### src/logic/acq_pkg.sv
//////////////////////////////////////////////////
// Data path definitions for the acquisition front
// end: sample type, saturation limits and FIFO size
//////////////////////////////////////////////////
package acq_pkg;

    // One ADC sample is a single signed 16-bit word
    localparam int sample_w = 16;
    typedef logic signed [sample_w-1:0] sample_t;

    // Clamp limits used when the offset sum overflows
    localparam sample_t sample_max = {1'b0, {(sample_w-1){1'b1}}};
    localparam sample_t sample_min = {1'b1, {(sample_w-1){1'b0}}};

    // Gain is a left shift of 0 to 15 positions
    localparam int shift_w = 4;

    // Output buffer geometry, the count must be able to hold a full FIFO
    localparam int fifo_depth = 8;
    localparam int count_w = 4;
    localparam int ptr_w = $clog2(fifo_depth);

endpackage

### src/logic/regs_pkg.sv
//////////////////////////////////////////////////
// Register map of the calibration settings as seen
// from the Wishbone configuration bus
//////////////////////////////////////////////////
package regs_pkg;

    // Word addressed bus with four registers of 16 bits
    localparam int wb_adr_w = 2;
    localparam int wb_dat_w = 16;

    // Signed offset coefficient, read and write
    localparam logic [wb_adr_w-1:0] reg_offset = 2'd0;
    // Gain shift in the low nibble and the enable flag above it
    localparam logic [wb_adr_w-1:0] reg_gain = 2'd1;
    // Command register, writes only, always reads back as zero
    localparam logic [wb_adr_w-1:0] reg_control = 2'd2;
    // FIFO fill count, read only
    localparam logic [wb_adr_w-1:0] reg_status = 2'd3;

    // Bit position of the gain enable inside reg_gain
    localparam int gain_enable_bit = 8;

    // Bit position of the flush request inside reg_control
    localparam int flush_bit = 0;

endpackage

### src/logic/acq_frontend.sv
//////////////////////////////////////////////////
// Acquisition front end top, register block feeding
// the calibration stage and the output FIFO
//////////////////////////////////////////////////
`timescale 1ns/1ps

module acq_frontend import acq_pkg::*, regs_pkg::*; (
    input  logic                          clock,
    input  logic                          rst,
    input  logic                          wb_cyc,
    input  logic                          wb_stb,
    input  logic                          wb_we,
    input  logic [wb_adr_w-1:0]           wb_adr,
    input  logic [regs_pkg::wb_dat_w-1:0] wb_dat_w,
    output logic [regs_pkg::wb_dat_w-1:0] wb_dat_r,
    output logic                          wb_ack,
    input  logic                          in_valid,
    output logic                          in_ready,
    input  sample_t                       in_data,
    output logic                          out_valid,
    input  logic                          out_ready,
    output sample_t                       out_data
);

    // Settings from the register block
    sample_t            offset;
    logic [shift_w-1:0] gain_shift;
    logic               gain_enable;
    logic               flush;
    logic [count_w-1:0] fifo_count;

    // Calibrated stream into the FIFO
    logic               cal_valid;
    logic               cal_ready;
    sample_t            cal_data;

    calib_regs u_regs (
        .clock (clock), .rst (rst),
        .wb_cyc (wb_cyc), .wb_stb (wb_stb), .wb_we (wb_we), .wb_adr (wb_adr),
        .wb_dat_w (wb_dat_w), .wb_dat_r (wb_dat_r), .wb_ack (wb_ack),
        .fifo_count (fifo_count), .offset (offset), .gain_shift (gain_shift),
        .gain_enable (gain_enable), .flush (flush)
    );

    calibration u_calibration (
        .clock (clock), .rst (rst), .flush (flush),
        .offset (offset), .gain_shift (gain_shift), .gain_enable (gain_enable),
        .in_valid (in_valid), .in_ready (in_ready), .in_data (in_data),
        .cal_valid (cal_valid), .cal_ready (cal_ready), .cal_data (cal_data)
    );

    // The FIFO write side back-pressures the calibration stage
    sample_fifo u_fifo (
        .clock (clock), .rst (rst), .flush (flush),
        .wr_valid (cal_valid), .wr_ready (cal_ready), .wr_data (cal_data),
        .rd_valid (out_valid), .rd_ready (out_ready), .rd_data (out_data),
        .count (fifo_count)
    );

endmodule

### src/logic/calib_regs.sv
//////////////////////////////////////////////////
// Wishbone classic register block holding offset,
// gain and flush settings plus the FIFO status
//////////////////////////////////////////////////
`timescale 1ns/1ps

module calib_regs import acq_pkg::*, regs_pkg::*; (
    input  logic                          clock,
    input  logic                          rst,
    input  logic                          wb_cyc,
    input  logic                          wb_stb,
    input  logic                          wb_we,
    input  logic [wb_adr_w-1:0]           wb_adr,
    input  logic [regs_pkg::wb_dat_w-1:0] wb_dat_w,
    output logic [regs_pkg::wb_dat_w-1:0] wb_dat_r,
    output logic                          wb_ack,
    input  logic [count_w-1:0]            fifo_count,
    output sample_t                       offset,
    output logic [shift_w-1:0]            gain_shift,
    output logic                          gain_enable,
    output logic                          flush
);

    logic                          access;
    logic                          write_en;
    logic [regs_pkg::wb_dat_w-1:0] read_word;

    // A cycle is served once, the held strobe is ignored while ack is up
    assign access = wb_cyc && wb_stb && !wb_ack;
    assign write_en = access && wb_we;

    // Read data is selected by address and registered with the ack
    always_comb begin
        read_word = '0;
        case (wb_adr)
            reg_offset: read_word = offset;
            reg_gain: begin
                read_word[shift_w-1:0] = gain_shift;
                read_word[gain_enable_bit] = gain_enable;
            end
            reg_control: read_word = '0;
            reg_status: read_word[count_w-1:0] = fifo_count;
            default: read_word = '0;
        endcase
    end

    // Handshake and settings, all written on the edge that raises ack
    always_ff @(posedge clock) begin
        if (rst) begin
            wb_ack <= 1'b0;
            offset <= '0;
            gain_shift <= '0;
            gain_enable <= 1'b0;
            flush <= 1'b0;
        end else begin
            wb_ack <= access;
            // The flush pulse lasts one cycle and acts on the next edge
            flush <= write_en && (wb_adr == reg_control) && wb_dat_w[flush_bit];
            if (write_en && wb_adr == reg_offset) begin
                offset <= wb_dat_w;
            end
            if (write_en && wb_adr == reg_gain) begin
                gain_shift <= wb_dat_w[shift_w-1:0];
                gain_enable <= wb_dat_w[gain_enable_bit];
            end
        end
    end

    always_ff @(posedge clock) begin
        if (access) begin
            wb_dat_r <= read_word;
        end
    end

    // Every ack answers a strobe seen one cycle earlier and is never doubled
    assert property (@(posedge clock) disable iff (rst)
        wb_ack |-> $past(wb_cyc && wb_stb) && !$past(wb_ack))
        else $error("wb_ack without a preceding cyc and stb");

endmodule

### src/logic/calibration.sv
//////////////////////////////////////////////////
// Calibration stage, saturating offset correction
// and optional shift gain, one register of latency
//////////////////////////////////////////////////
`timescale 1ns/1ps

module calibration import acq_pkg::*; (
    input  logic               clock,
    input  logic               rst,
    input  logic               flush,
    input  sample_t            offset,
    input  logic [shift_w-1:0] gain_shift,
    input  logic               gain_enable,
    input  logic               in_valid,
    output logic               in_ready,
    input  sample_t            in_data,
    output logic               cal_valid,
    input  logic               cal_ready,
    output sample_t            cal_data
);

    sample_t offset_sum;
    sample_t gained;

    // The stage has a single register, so it can only take a new sample
    // when the downstream side takes the one it holds
    assign in_ready = cal_ready;

    saturating_adder u_offset_adder (
        .a   (in_data),
        .b   (offset),
        .sum (offset_sum)
    );

    // Bits shifted out above the sample width are simply lost
    assign gained = offset_sum << gain_shift;

    // Valid flag of the output register
    always_ff @(posedge clock) begin
        if (rst || flush) begin
            cal_valid <= 1'b0;
        end else if (cal_ready) begin
            // The held sample leaves now; refill only if a new one is offered
            cal_valid <= in_valid;
        end
    end

    // Sample payload, loaded on every accepted input transfer
    always_ff @(posedge clock) begin
        if (in_valid && cal_ready) begin
            cal_data <= gain_enable ? gained : offset_sum;
        end
    end

    // A flush or reset must leave the stage empty on the following cycle
    // so that no stale sample reaches the FIFO
    assert property (@(posedge clock) (rst || flush) |=> !cal_valid)
        else $error("cal_valid high after flush or reset");

endmodule

### src/logic/sample_fifo.sv
//////////////////////////////////////////////////
// First-word-fall-through FIFO for calibrated
// samples with a fill count for the status register
//////////////////////////////////////////////////
`timescale 1ns/1ps

module sample_fifo import acq_pkg::*; (
    input  logic               clock,
    input  logic               rst,
    input  logic               flush,
    input  logic               wr_valid,
    output logic               wr_ready,
    input  sample_t            wr_data,
    output logic               rd_valid,
    input  logic               rd_ready,
    output sample_t            rd_data,
    output logic [count_w-1:0] count
);

    sample_t          mem [fifo_depth];
    logic [ptr_w-1:0] wr_ptr;
    logic [ptr_w-1:0] rd_ptr;
    logic             do_write;
    logic             do_read;

    // Full and empty come straight from the count
    assign wr_ready = (count != count_w'(fifo_depth));
    assign rd_valid = (count != '0);
    // The oldest word is always presented at the head
    assign rd_data = mem[rd_ptr];

    assign do_write = wr_valid && wr_ready;
    assign do_read = rd_valid && rd_ready;

    always_ff @(posedge clock) begin
        if (do_write) begin
            mem[wr_ptr] <= wr_data;
        end
    end

    // Pointers wrap at the last entry, a flush empties the buffer
    always_ff @(posedge clock) begin
        if (rst || flush) begin
            wr_ptr <= '0;
            rd_ptr <= '0;
            count <= '0;
        end else begin
            if (do_write) begin
                wr_ptr <= (wr_ptr == ptr_w'(fifo_depth - 1)) ? '0 : wr_ptr + 1'b1;
            end
            if (do_read) begin
                rd_ptr <= (rd_ptr == ptr_w'(fifo_depth - 1)) ? '0 : rd_ptr + 1'b1;
            end
            // Simultaneous read and write leave the count as it is
            if (do_write && !do_read) begin
                count <= count + 1'b1;
            end else if (do_read && !do_write) begin
                count <= count - 1'b1;
            end
        end
    end

    assert property (@(posedge clock) disable iff (rst) count <= count_w'(fifo_depth))
        else $error("FIFO count above depth");

    // A full FIFO that is not read keeps its write pointer, so no entry is overwritten
    assert property (@(posedge clock)
        (!rst && !flush && count == count_w'(fifo_depth) && !rd_ready) |=> $stable(wr_ptr))
        else $error("FIFO written while full");

endmodule

### src/logic/saturating_adder.sv
//////////////////////////////////////////////////
// Saturating adder, sums two signed samples and
// clamps the result to the sample range
//////////////////////////////////////////////////
`timescale 1ns/1ps

module saturating_adder import acq_pkg::*; (
    input  sample_t a,
    input  sample_t b,
    output sample_t sum
);

    // One guard bit above the sample catches any overflow
    logic signed [sample_w:0] wide_sum;

    assign wide_sum = $signed({a[sample_w-1], a}) + $signed({b[sample_w-1], b});

    // The two top bits disagree only when the true sum left the sample range
    always_comb begin
        if (wide_sum[sample_w] == 1'b0 && wide_sum[sample_w-1] == 1'b1) begin
            // Two positives wrapped into the sign bit
            sum = sample_max;
        end else if (wide_sum[sample_w] == 1'b1 && wide_sum[sample_w-1] == 1'b0) begin
            // Two negatives went below the most negative sample
            sum = sample_min;
        end else begin
            sum = wide_sum[sample_w-1:0];
        end
    end

endmodule

### config.mk
export PLATFORM = sky130hd
export DESIGN_NAME = acq_frontend
export DESIGN_NICKNAME = d
export VERILOG_FILES = /design/src/logic/acq_pkg.sv /design/src/logic/regs_pkg.sv /design/src/logic/acq_frontend.sv /design/src/logic/calib_regs.sv /design/src/logic/calibration.sv /design/src/logic/sample_fifo.sv /design/src/logic/saturating_adder.sv
export SDC_FILE = /design/constraint.sdc
export NUM_CORES = 1
export LEC_CHECK = 0
export BUFFER_PORTS_ARGS = -buffer_cell sky130_fd_sc_hd__buf_2
export CAP_MARGIN = 20
export CORE_MARGIN = 1.5
export CORE_UTILIZATION = 54
export CTS_BUF_LIST = sky130_fd_sc_hd__clkbuf_16
export DETAILED_ROUTE_END_ITERATION = 8
export PLACE_DENSITY = 0.76
export SETUP_SLACK_MARGIN = 0.2
export SYNTH_ARGS = -nofsm -noshare
export SYNTH_HDL_FRONTEND = slang
export SYNTH_SLANG_ARGS = --single-unit
### constraint.sdc
create_clock -name clock -period 3.3 [get_ports clock]
set_input_delay 0.165 -clock clock [delete_from_list [all_inputs] [get_ports clock]]
set_output_delay 0.165 -clock clock [all_outputs]
set_load 0.05 [all_outputs]
==> flow_metrics.env, run 1 <==
export IMPL_synth_yosys_seq_area_share_pct=57.0
export IMPL_route_vias_total=6787
export IMPL_antenna_cells=0
export IMPL_cts_sinks=197
export IMPL_fin_crit_ns=3.08
export IMPL_drtAntennaViolNets=0
export IMPL_grt_antenna_before_repair=0
export IMPL_seqPwrFrac_pct=45.9
export IMPL_cts_tree="yes"
export IMPL_die_w_um=137
export IMPL_syn_to_final_growth_pct=19.3
export IMPL_crit_family="simple AND/OR/NAND/NOR gates"
export IMPL_htree_levels=4
export IMPL_cp_slowest_cell="or4_1"
export IMPL_ys_ff_latch=197
export IMPL_chipHeight_um=137
export IMPL_final_area_mm2=0.0116
export IMPL_grt_pass1_vias=6878
export IMPL_final_util_pct=66.6
export IMPL_ys_warn_count=0
export IMPL_clockRootBuffer="clkbuf_16"
export IMPL_grt_max_degree=33
export IMPL_std_cell_rows=48
export IMPL_max_clock_freq_ghz=0.325
export IMPL_drt_first_pass_iters=5
export IMPL_cts_made_buffers=17
export IMPL_critPathLaunchType="flip-flop"
export IMPL_crit_fanout=4
export IMPL_syn_area_mm2=0.00972
export IMPL_cts_max_path_buffers=2
export IMPL_hp_class="in2reg"
export IMPL_clock_power_share_pct=30.9
export IMPL_finalHoldViolations=0
export IMPL_gp_congestion=0.944
export IMPL_overflow=0
export IMPL_worst_setup_path_type="reg2reg"
export IMPL_yosysUniqueCellTypes=81
export IMPL_die_area_mm2=0.0188
export IMPL_critPathCaptureType="flip-flop"
export IMPL_finClkSkew_ns=0.0120
export IMPL_ys_async_sr_fraction_pct=0
export IMPL_worstPathRequired_ns=3.46
export IMPL_synth_edf_count=160
export IMPL_drive_gt1_share_pct=30.0
export IMPL_finalNonFillerCells=1127
export IMPL_multiInputGateArea_mm2=0.00413
export IMPL_power_leakage_nw=4.07
export IMPL_routed_via_density=6.02
export IMPL_netlist_top_cells_area="edfxtp_1 49%, dfxtp_1 7.6%, mux4_2 7.4%"
export IMPL_seq_area_mm2=0.00555
export IMPL_p_per_area_mw_per_mm2=577
export IMPL_synth_nets=831
export IMPL_p_sw_w=0.00203
export IMPL_yosys_area_top_type="edfxtp_1"
export IMPL_port_buffers=75
export IMPL_drt_initial_drc_count=446
export IMPL_ios=76
export IMPL_drt_wirelength_per_cell_um=20.9
export IMPL_ys_top_cells_by_count="160 x edfxtp_1, 80 x nand2_1, 52 x a21oi_1, 52 x nor2_1, 37 x dfxtp_1"
export IMPL_routed_wl_mm=23.6
export IMPL_dp_cells=1065
export IMPL_cts_clk_slew_worst_paths_ns=0.07
export IMPL_comb_power_share_pct=23.2
export IMPL_worst_pin_slew_ns=0.944
export IMPL_yosysMostFrequentCell="edfxtp_1"
export IMPL_grt_pass1_wl_mm=36.1
export IMPL_setup_viol_count_final=0
export IMPL_fill_cells=1270
export IMPL_synthFlopType="edfxtp_1"
export IMPL_grt_use_total_pct=25.6
export IMPL_core_area_mm2=0.0174
export IMPL_dp_hpwl_mm=15.9
export IMPL_synth_top_area_share_pct=49.4
export IMPL_clock_latency_ns=0.43
export IMPL_swShare_pct=30.3
export IMPL_start_util_pct=55.8
export IMPL_fin_crit_sh_pct=93.3
export IMPL_place_area_mm2=0.0106
export IMPL_slew_headroom_pct=36.9
export IMPL_drv_slew=0
export IMPL_drc=0
export IMPL_drv_cap=0
export IMPL_grt_setup_unrepaired="true"
export IMPL_netlist_instances=765
export IMPL_critical_path_max_stage_delay_ns=0.48
export IMPL_path_cells="ha_4, inv_2, fa_2, nand2b_4, a21oi_1, xnor2_1, inv_1, mux2i_1, o21ai_0, a21oi_2, o22ai_1, or4_1"
export IMPL_crit_buf_inv=2
export IMPL_arrival_ns=3.24
export IMPL_ir_drop_uv=396
export IMPL_status="finished clean"
export IMPL_syn_avg_cell_area_um2=12.7
export IMPL_nNetsFinal=955
export IMPL_internal_power_w=0.00467
## per-layer routing
layer	routed length [um]	part of all wire, %	global-route usage [%]
met1	9420	40	29.6
met4	767	3.2	11.7
met5	0	0	0
met3	983	4.2	4.67
met2	12400	53	46.3
## worst min-delay path: stages
cell and delay (ns):
buf_2 0.10, nand3_1 0.07, a21oi_1 0.08
## placed cells by master (no fill, tap or decap), types with 5 or more instances in the layout
| cell type | n |
|---|---|
| nand3_1 | 19 |
| o21ai_0 | 24 |
| xnor2_1 | 9 |
| o21a_1 | 5 |
| dfxtp_1 | 32 |
| o22ai_1 | 5 |
| clkbuf_16 | 17 |
| a211oi_1 | 8 |
| nand2_1 | 80 |
| a21oi_1 | 50 |
| edfxtp_1 | 160 |
| nand2b_1 | 9 |
| o21ai_1 | 8 |
| nor3_1 | 8 |
| dfxtp_2 | 5 |
| a21o_1 | 7 |
| a31oi_1 | 5 |
| buf_4 | 53 |
| mux4_2 | 32 |
| ha_4 | 5 |
| a21oi_2 | 7 |
| dlygate4sd3_1 | 18 |
| buf_2 | 75 |
| mux2i_1 | 19 |
| and2_1 | 17 |
| mux2_2 | 22 |
| nor2_1 | 51 |
| o2111ai_1 | 5 |
| o211ai_1 | 5 |
| ha_1 | 16 |
| inv_1 | 14 |
## registers in the layout, indices dropped and copies added (netlist names), 3 cells and up, named ones only
signal / count
u_fifo.count: 4
u_fifo.rd_ptr: 3
u_fifo.mem: 128
u_regs.gain_shift: 4
u_calibration.cal_data: 16
u_fifo.wr_ptr: 3
u_regs.offset: 16
u_regs.wb_dat_r: 16
## final timing paths
| kind | startpoint | to | slack (ns) | cells after the start |
|---|---|---|---|---|
| max | u_regs.offset[0]$_SDFFE_PP0P_ | u_calibration.cal_data[13]$_DFFE_PP_ | 0.22 | 12 |
| min | out_ready | u_fifo.rd_ptr[2]$_SDFFE_PP0P_ | 0.04 | 3 |
| max reg2reg | u_regs.offset[0]$_SDFFE_PP0P_ | u_calibration.cal_data[13]$_DFFE_PP_ | 0.22 | 12 |
| min reg2reg | u_regs.wb_ack$_SDFF_PP0_ | u_regs.wb_ack$_SDFF_PP0_ | 0.48 | 1 |
## cell type report
cell class	instances	area share [%]
Sequential cell	197	47.9
Multi-Input combinational cell	511	35.6
Timing Repair Buffer	147	8.40
Clock buffer	17	3.67
Tap cell	225	2.43
Clock inverter	15	1.52
Inverter	15	0.486
## power by group through the flow
stage | logic (W) | clock network [W] | registers [W]
final | 0.00155 | 0.00207 | 0.00307
after global routing | 0.00167 | 0.00217 | 0.00310
after CTS | 0.00154 | 0.00208 | 0.00307
after detailed placement | 0.00151 | 0 | 0.00313
after global placement | 0.00147 | 0 | 0.00311
after floorplan | 0.00118 | 0 | 0.00306
## repair_timing
item                                    4_1_cts  5_1_grt
pin swaps                                     4       21
endpoints found under the hold margin        19        0
gates cloned                                  0        1
endpoints found under the setup margin       13       13
resized for setup                            11       22
hold buffers                                 18        0
setup buffers                                 2        9
## logic make-up (layout without fill, tap and decap cells)
group | count (synthesis) | after routing | synth area share (%)
buffers and inverters | 58 | 194 | 2.66
multiplexers | 76 | 77 | 12.3
AO/OA/AOI/OAI | 177 | 177 | 12.7
adder cells (fa/ha/maj) | 28 | 28 | 3.68
XOR/XNOR | 13 | 13 | 1.25
flip-flops | 197 | 197 | 57.0
AND/OR/NAND/NOR | 216 | 216 | 10.3
## metrics by stage
step	TNS (ns)	hold WS, ns	power, W	worst slack, ns
detailed placement	-0.0328	0.412	0.00464	-0.0258
floorplan	0	0.234	0.00424	0.201
CTS	0	0.0304	0.00670	0.143
global route	0	0.0381	0.00693	0.0923
finish	0	0.0437	0.00669	0.223
global placement	0	0.405	0.00458	0.0524
Power figures use the tool's default switching activity.
==> run 2, diff against run 1 <==
- ABC_AREA: unset -> 1
==> run 2 against run 1 <==
- flip-flop and latch count unchanged
- worst setup slack gained 0.26 ns
- global-route usage shrank 1.4 points
- critical path depth is 7 higher
- power is 7.9% higher
- via count is 8.1% higher
- clock power fell by 2%
- largest cell class unchanged
==> flow_metrics.env, run 2 <==
export IMPL_status="finished clean"
export IMPL_p_per_area_mw_per_mm2=668
export IMPL_cts_max_path_buffers=2
export IMPL_critPathLaunchType="flip-flop"
export IMPL_ios=76
export IMPL_drtAntennaViolNets=0
export IMPL_drive_gt1_share_pct=16.2
export IMPL_post_cts_buffers=0
export IMPL_drv_slew=0
export IMPL_routed_wl_mm=21.1
export IMPL_netlist_top_cells_area="edfxtp_1 50%, dfxtp_1 7.8%, nor2_1 6.4%"
export IMPL_clockRootBuffer="clkbuf_16"
export IMPL_crit_buf_inv=2
export IMPL_cts_sinks=197
export IMPL_grt_setup_unrepaired="false"
export IMPL_cts_made_buffers=17
export IMPL_port_buffers=75
export IMPL_r2r_cells=19
export IMPL_chipHeight_um=136
export IMPL_drt_initial_drc_count=910
export IMPL_fin_crit_ns=2.82
export IMPL_yosysMostFrequentCell="nor2_1"
export IMPL_arrival_ns=2.99
export IMPL_cp_slowest_cell="fa_1"
export IMPL_synth_top_area_share_pct=50.3
export IMPL_route_vias_total=7338
export IMPL_ir_drop_uv=482
export IMPL_start_util_pct=55.2
export IMPL_wl_met1_mm=8.83
export IMPL_ys_top_cells_by_count="164 x nor2_1, 160 x edfxtp_1, 120 x nand2_1"
export IMPL_clock_latency_ns=0.44
export IMPL_crit_family="simple AND/OR/NAND/NOR gates"
export IMPL_drc=0
export IMPL_holdPathStages=3
export IMPL_synthFlopType="edfxtp_1"
export IMPL_seq_area_mm2=0.00555
export IMPL_std_cell_rows=48
export IMPL_gp_congestion=0.916
export IMPL_grt_pass1_vias=7102
export IMPL_setup_viol_count_final=0
export IMPL_routed_via_density=5.64
export IMPL_antenna_cells=0
export IMPL_die_area_mm2=0.0185
export IMPL_drv_cap=0
export IMPL_worstPathRequired_ns=3.48
export IMPL_netlist_instances=989
export IMPL_wl_met3_mm=1.16
export IMPL_fill_cells=1393
export IMPL_met2_length_mm=10.6
export IMPL_nNetsFinal=1129
export IMPL_grt_use_total_pct=24.2
export IMPL_slew_headroom_pct=48.4
export IMPL_worst_pin_slew_ns=0.769
export IMPL_yosys_area_top_type="edfxtp_1"
export IMPL_drt_wirelength_per_cell_um=16.2
export IMPL_syn_area_mm2=0.00955
export IMPL_max_clock_freq_ghz=0.355
export IMPL_power_leakage_nw=4.30
export IMPL_synth_yosys_seq_area_share_pct=58.1
export IMPL_htree_levels=4
export IMPL_syn_to_final_growth_pct=13.3
export IMPL_finalHoldViolations=0
export IMPL_worst_setup_path_type="reg2reg"
export IMPL_fin_crit_sh_pct=85.4
export IMPL_largest_register_ffs=128
export IMPL_grt_pass1_wl_mm=34.7
export IMPL_die_w_um=136
export IMPL_cts_clk_slew_worst_paths_ns=0.07
export IMPL_path_cells="ha_1, inv_1, fa_1, inv_1, nand2_1, nand2_1, nand3_1, nand2_2, nand2_2, nand2_1, nand2_1, nand2_2, nand2_8, nand2_1, nand3_1, nand3_1, nand2_1, nand3_1, nand3_1"
export IMPL_path_depth=19
export IMPL_syn_avg_cell_area_um2=9.66
export IMPL_synth_nets=1055
export IMPL_critPathCaptureType="flip-flop"
export IMPL_grt_max_degree=65
export IMPL_ys_async_sr_fraction_pct=0
export IMPL_yosysUniqueCellTypes=40
export IMPL_layout_common_cells="164 x nor2_1, 160 x edfxtp_1, 119 x nand2_1, 104 x nand3_1, 93 x o21ai_0"
export IMPL_ys_ff_latch=197
export IMPL_hp_class="in2reg"
export IMPL_finalSetupTns_ns=0
export IMPL_multiInputGateArea_mm2=0.00350
export IMPL_grt_antenna_before_repair=0
export IMPL_hold_slack_ns=0.00223
export IMPL_final_common_cell="nor2_1"
export IMPL_core_area_mm2=0.0173
export IMPL_drt_first_pass_iters=5
export IMPL_topRoutingLayerUsed="met4"
export IMPL_synth_edf_count=160
export IMPL_crit_path_frequent_cell="nand2_1"
export IMPL_overflow=0
export IMPL_finClkSkew_ns=0.0190
export IMPL_crit_fanout=21
export IMPL_cts_tree="yes"
export IMPL_regMostFlops="u_fifo.mem"
export IMPL_critical_path_max_stage_delay_ns=0.39
export IMPL_dp_hpwl_mm=14.1
export IMPL_ys_warn_count=0
[run 2: cell types whose count changed after synthesis, sizes merged, moves of 21 or more]
| cell | before | now |
|---|---|---|
| nor2 | 52 | 164 |
| inv | 14 | 75 |
| o21ai | 34 | 101 |
| nand3 | 19 | 124 |
| mux4 | 32 | 0 |
| nand2 | 81 | 139 |
| mux2 | 23 | 0 |
| mux2i | 21 | 0 |
[run 2: kinds of logic (layout without fill, tap and decap cells)]
| family | after synthesis | after routing | share of synthesized area [%] |
|---|---|---|---|
| and+or+nand+nor | 447 | 447 | 21.6 |
| DFF | 197 | 197 | 58.1 |
| AOI/OAI and AO/OA | 185 | 185 | 10.4 |
| buffers and inverters | 124 | 211 | 5.45 |
| adders and majority gates | 25 | 25 | 3.43 |
| xor gates and xnor gates | 11 | 11 | 1.01 |
[run 2: routing by layer]
layer,global-route usage [%],up-vias
met5,0,-
met4,9.28,0
met3,5.07,53
met2,42.4,252
met1,29.5,3444
li1,-,3589
[run 2: repair_timing]
item / in CTS / in global routing
setup endpoints to repair: 0 / 11
hold endpoints to repair: 8 / 0
hold buffers: 8 / 0
gates resized for setup: 0 / 2
[run 2: path summary, 6_finish.rpt]
check / slack (ns) / start / endpoint
max: 0.48 / u_regs.offset[0]$_SDFFE_PP0P_ / u_calibration.cal_data[13]$_DFFE_PP_
min: 0.002 / wb_dat_w[5] / u_regs.offset[5]$_SDFFE_PP0P_
max reg2reg: 0.48 / u_regs.offset[0]$_SDFFE_PP0P_ / u_calibration.cal_data[13]$_DFFE_PP_
min reg2reg: 0.48 / u_regs.offset[5]$_SDFFE_PP0P_ / u_regs.offset[5]$_SDFFE_PP0P_
[run 2: worst min-delay path, stage by stage]
cell,delay (ns)
buf_2,0.07
o21ai_0,0.07
a21oi_1,0.10
[run 2: where the power goes]
part | switching, W | internal (W)
clock | 0.000960 | 0.00107
combinational | 0.00152 | 0.000575
sequential | 0.000150 | 0.00295
[run 2: metrics by stage]
stage	std cells	area, um^2	total power, W	util [%]	setup WS, ns
after floorplan	989	9550	0.00470	-	0.465
after global placement	1261	10100	0.00518	58.6	0.545
after detailed placement	1261	10100	0.00523	58.6	0.480
after CTS	1301	10800	0.00724	62.5	0.448
after global routing	1301	10800	0.00757	62.5	0.217
final	1301	10800	0.00723	62.5	0.483
[run 2: layout make-up]
| cell class | count | area share [%] |
|---|---|---|
| inverters | 77 | 2.67 |
| repair buffers | 102 | 5.64 |
| clock buffers | 17 | 3.93 |
| multi-input cells | 668 | 32.4 |
| flip-flops and latches | 197 | 51.3 |
| clock inverters | 15 | 1.50 |
| well taps | 225 | 2.60 |
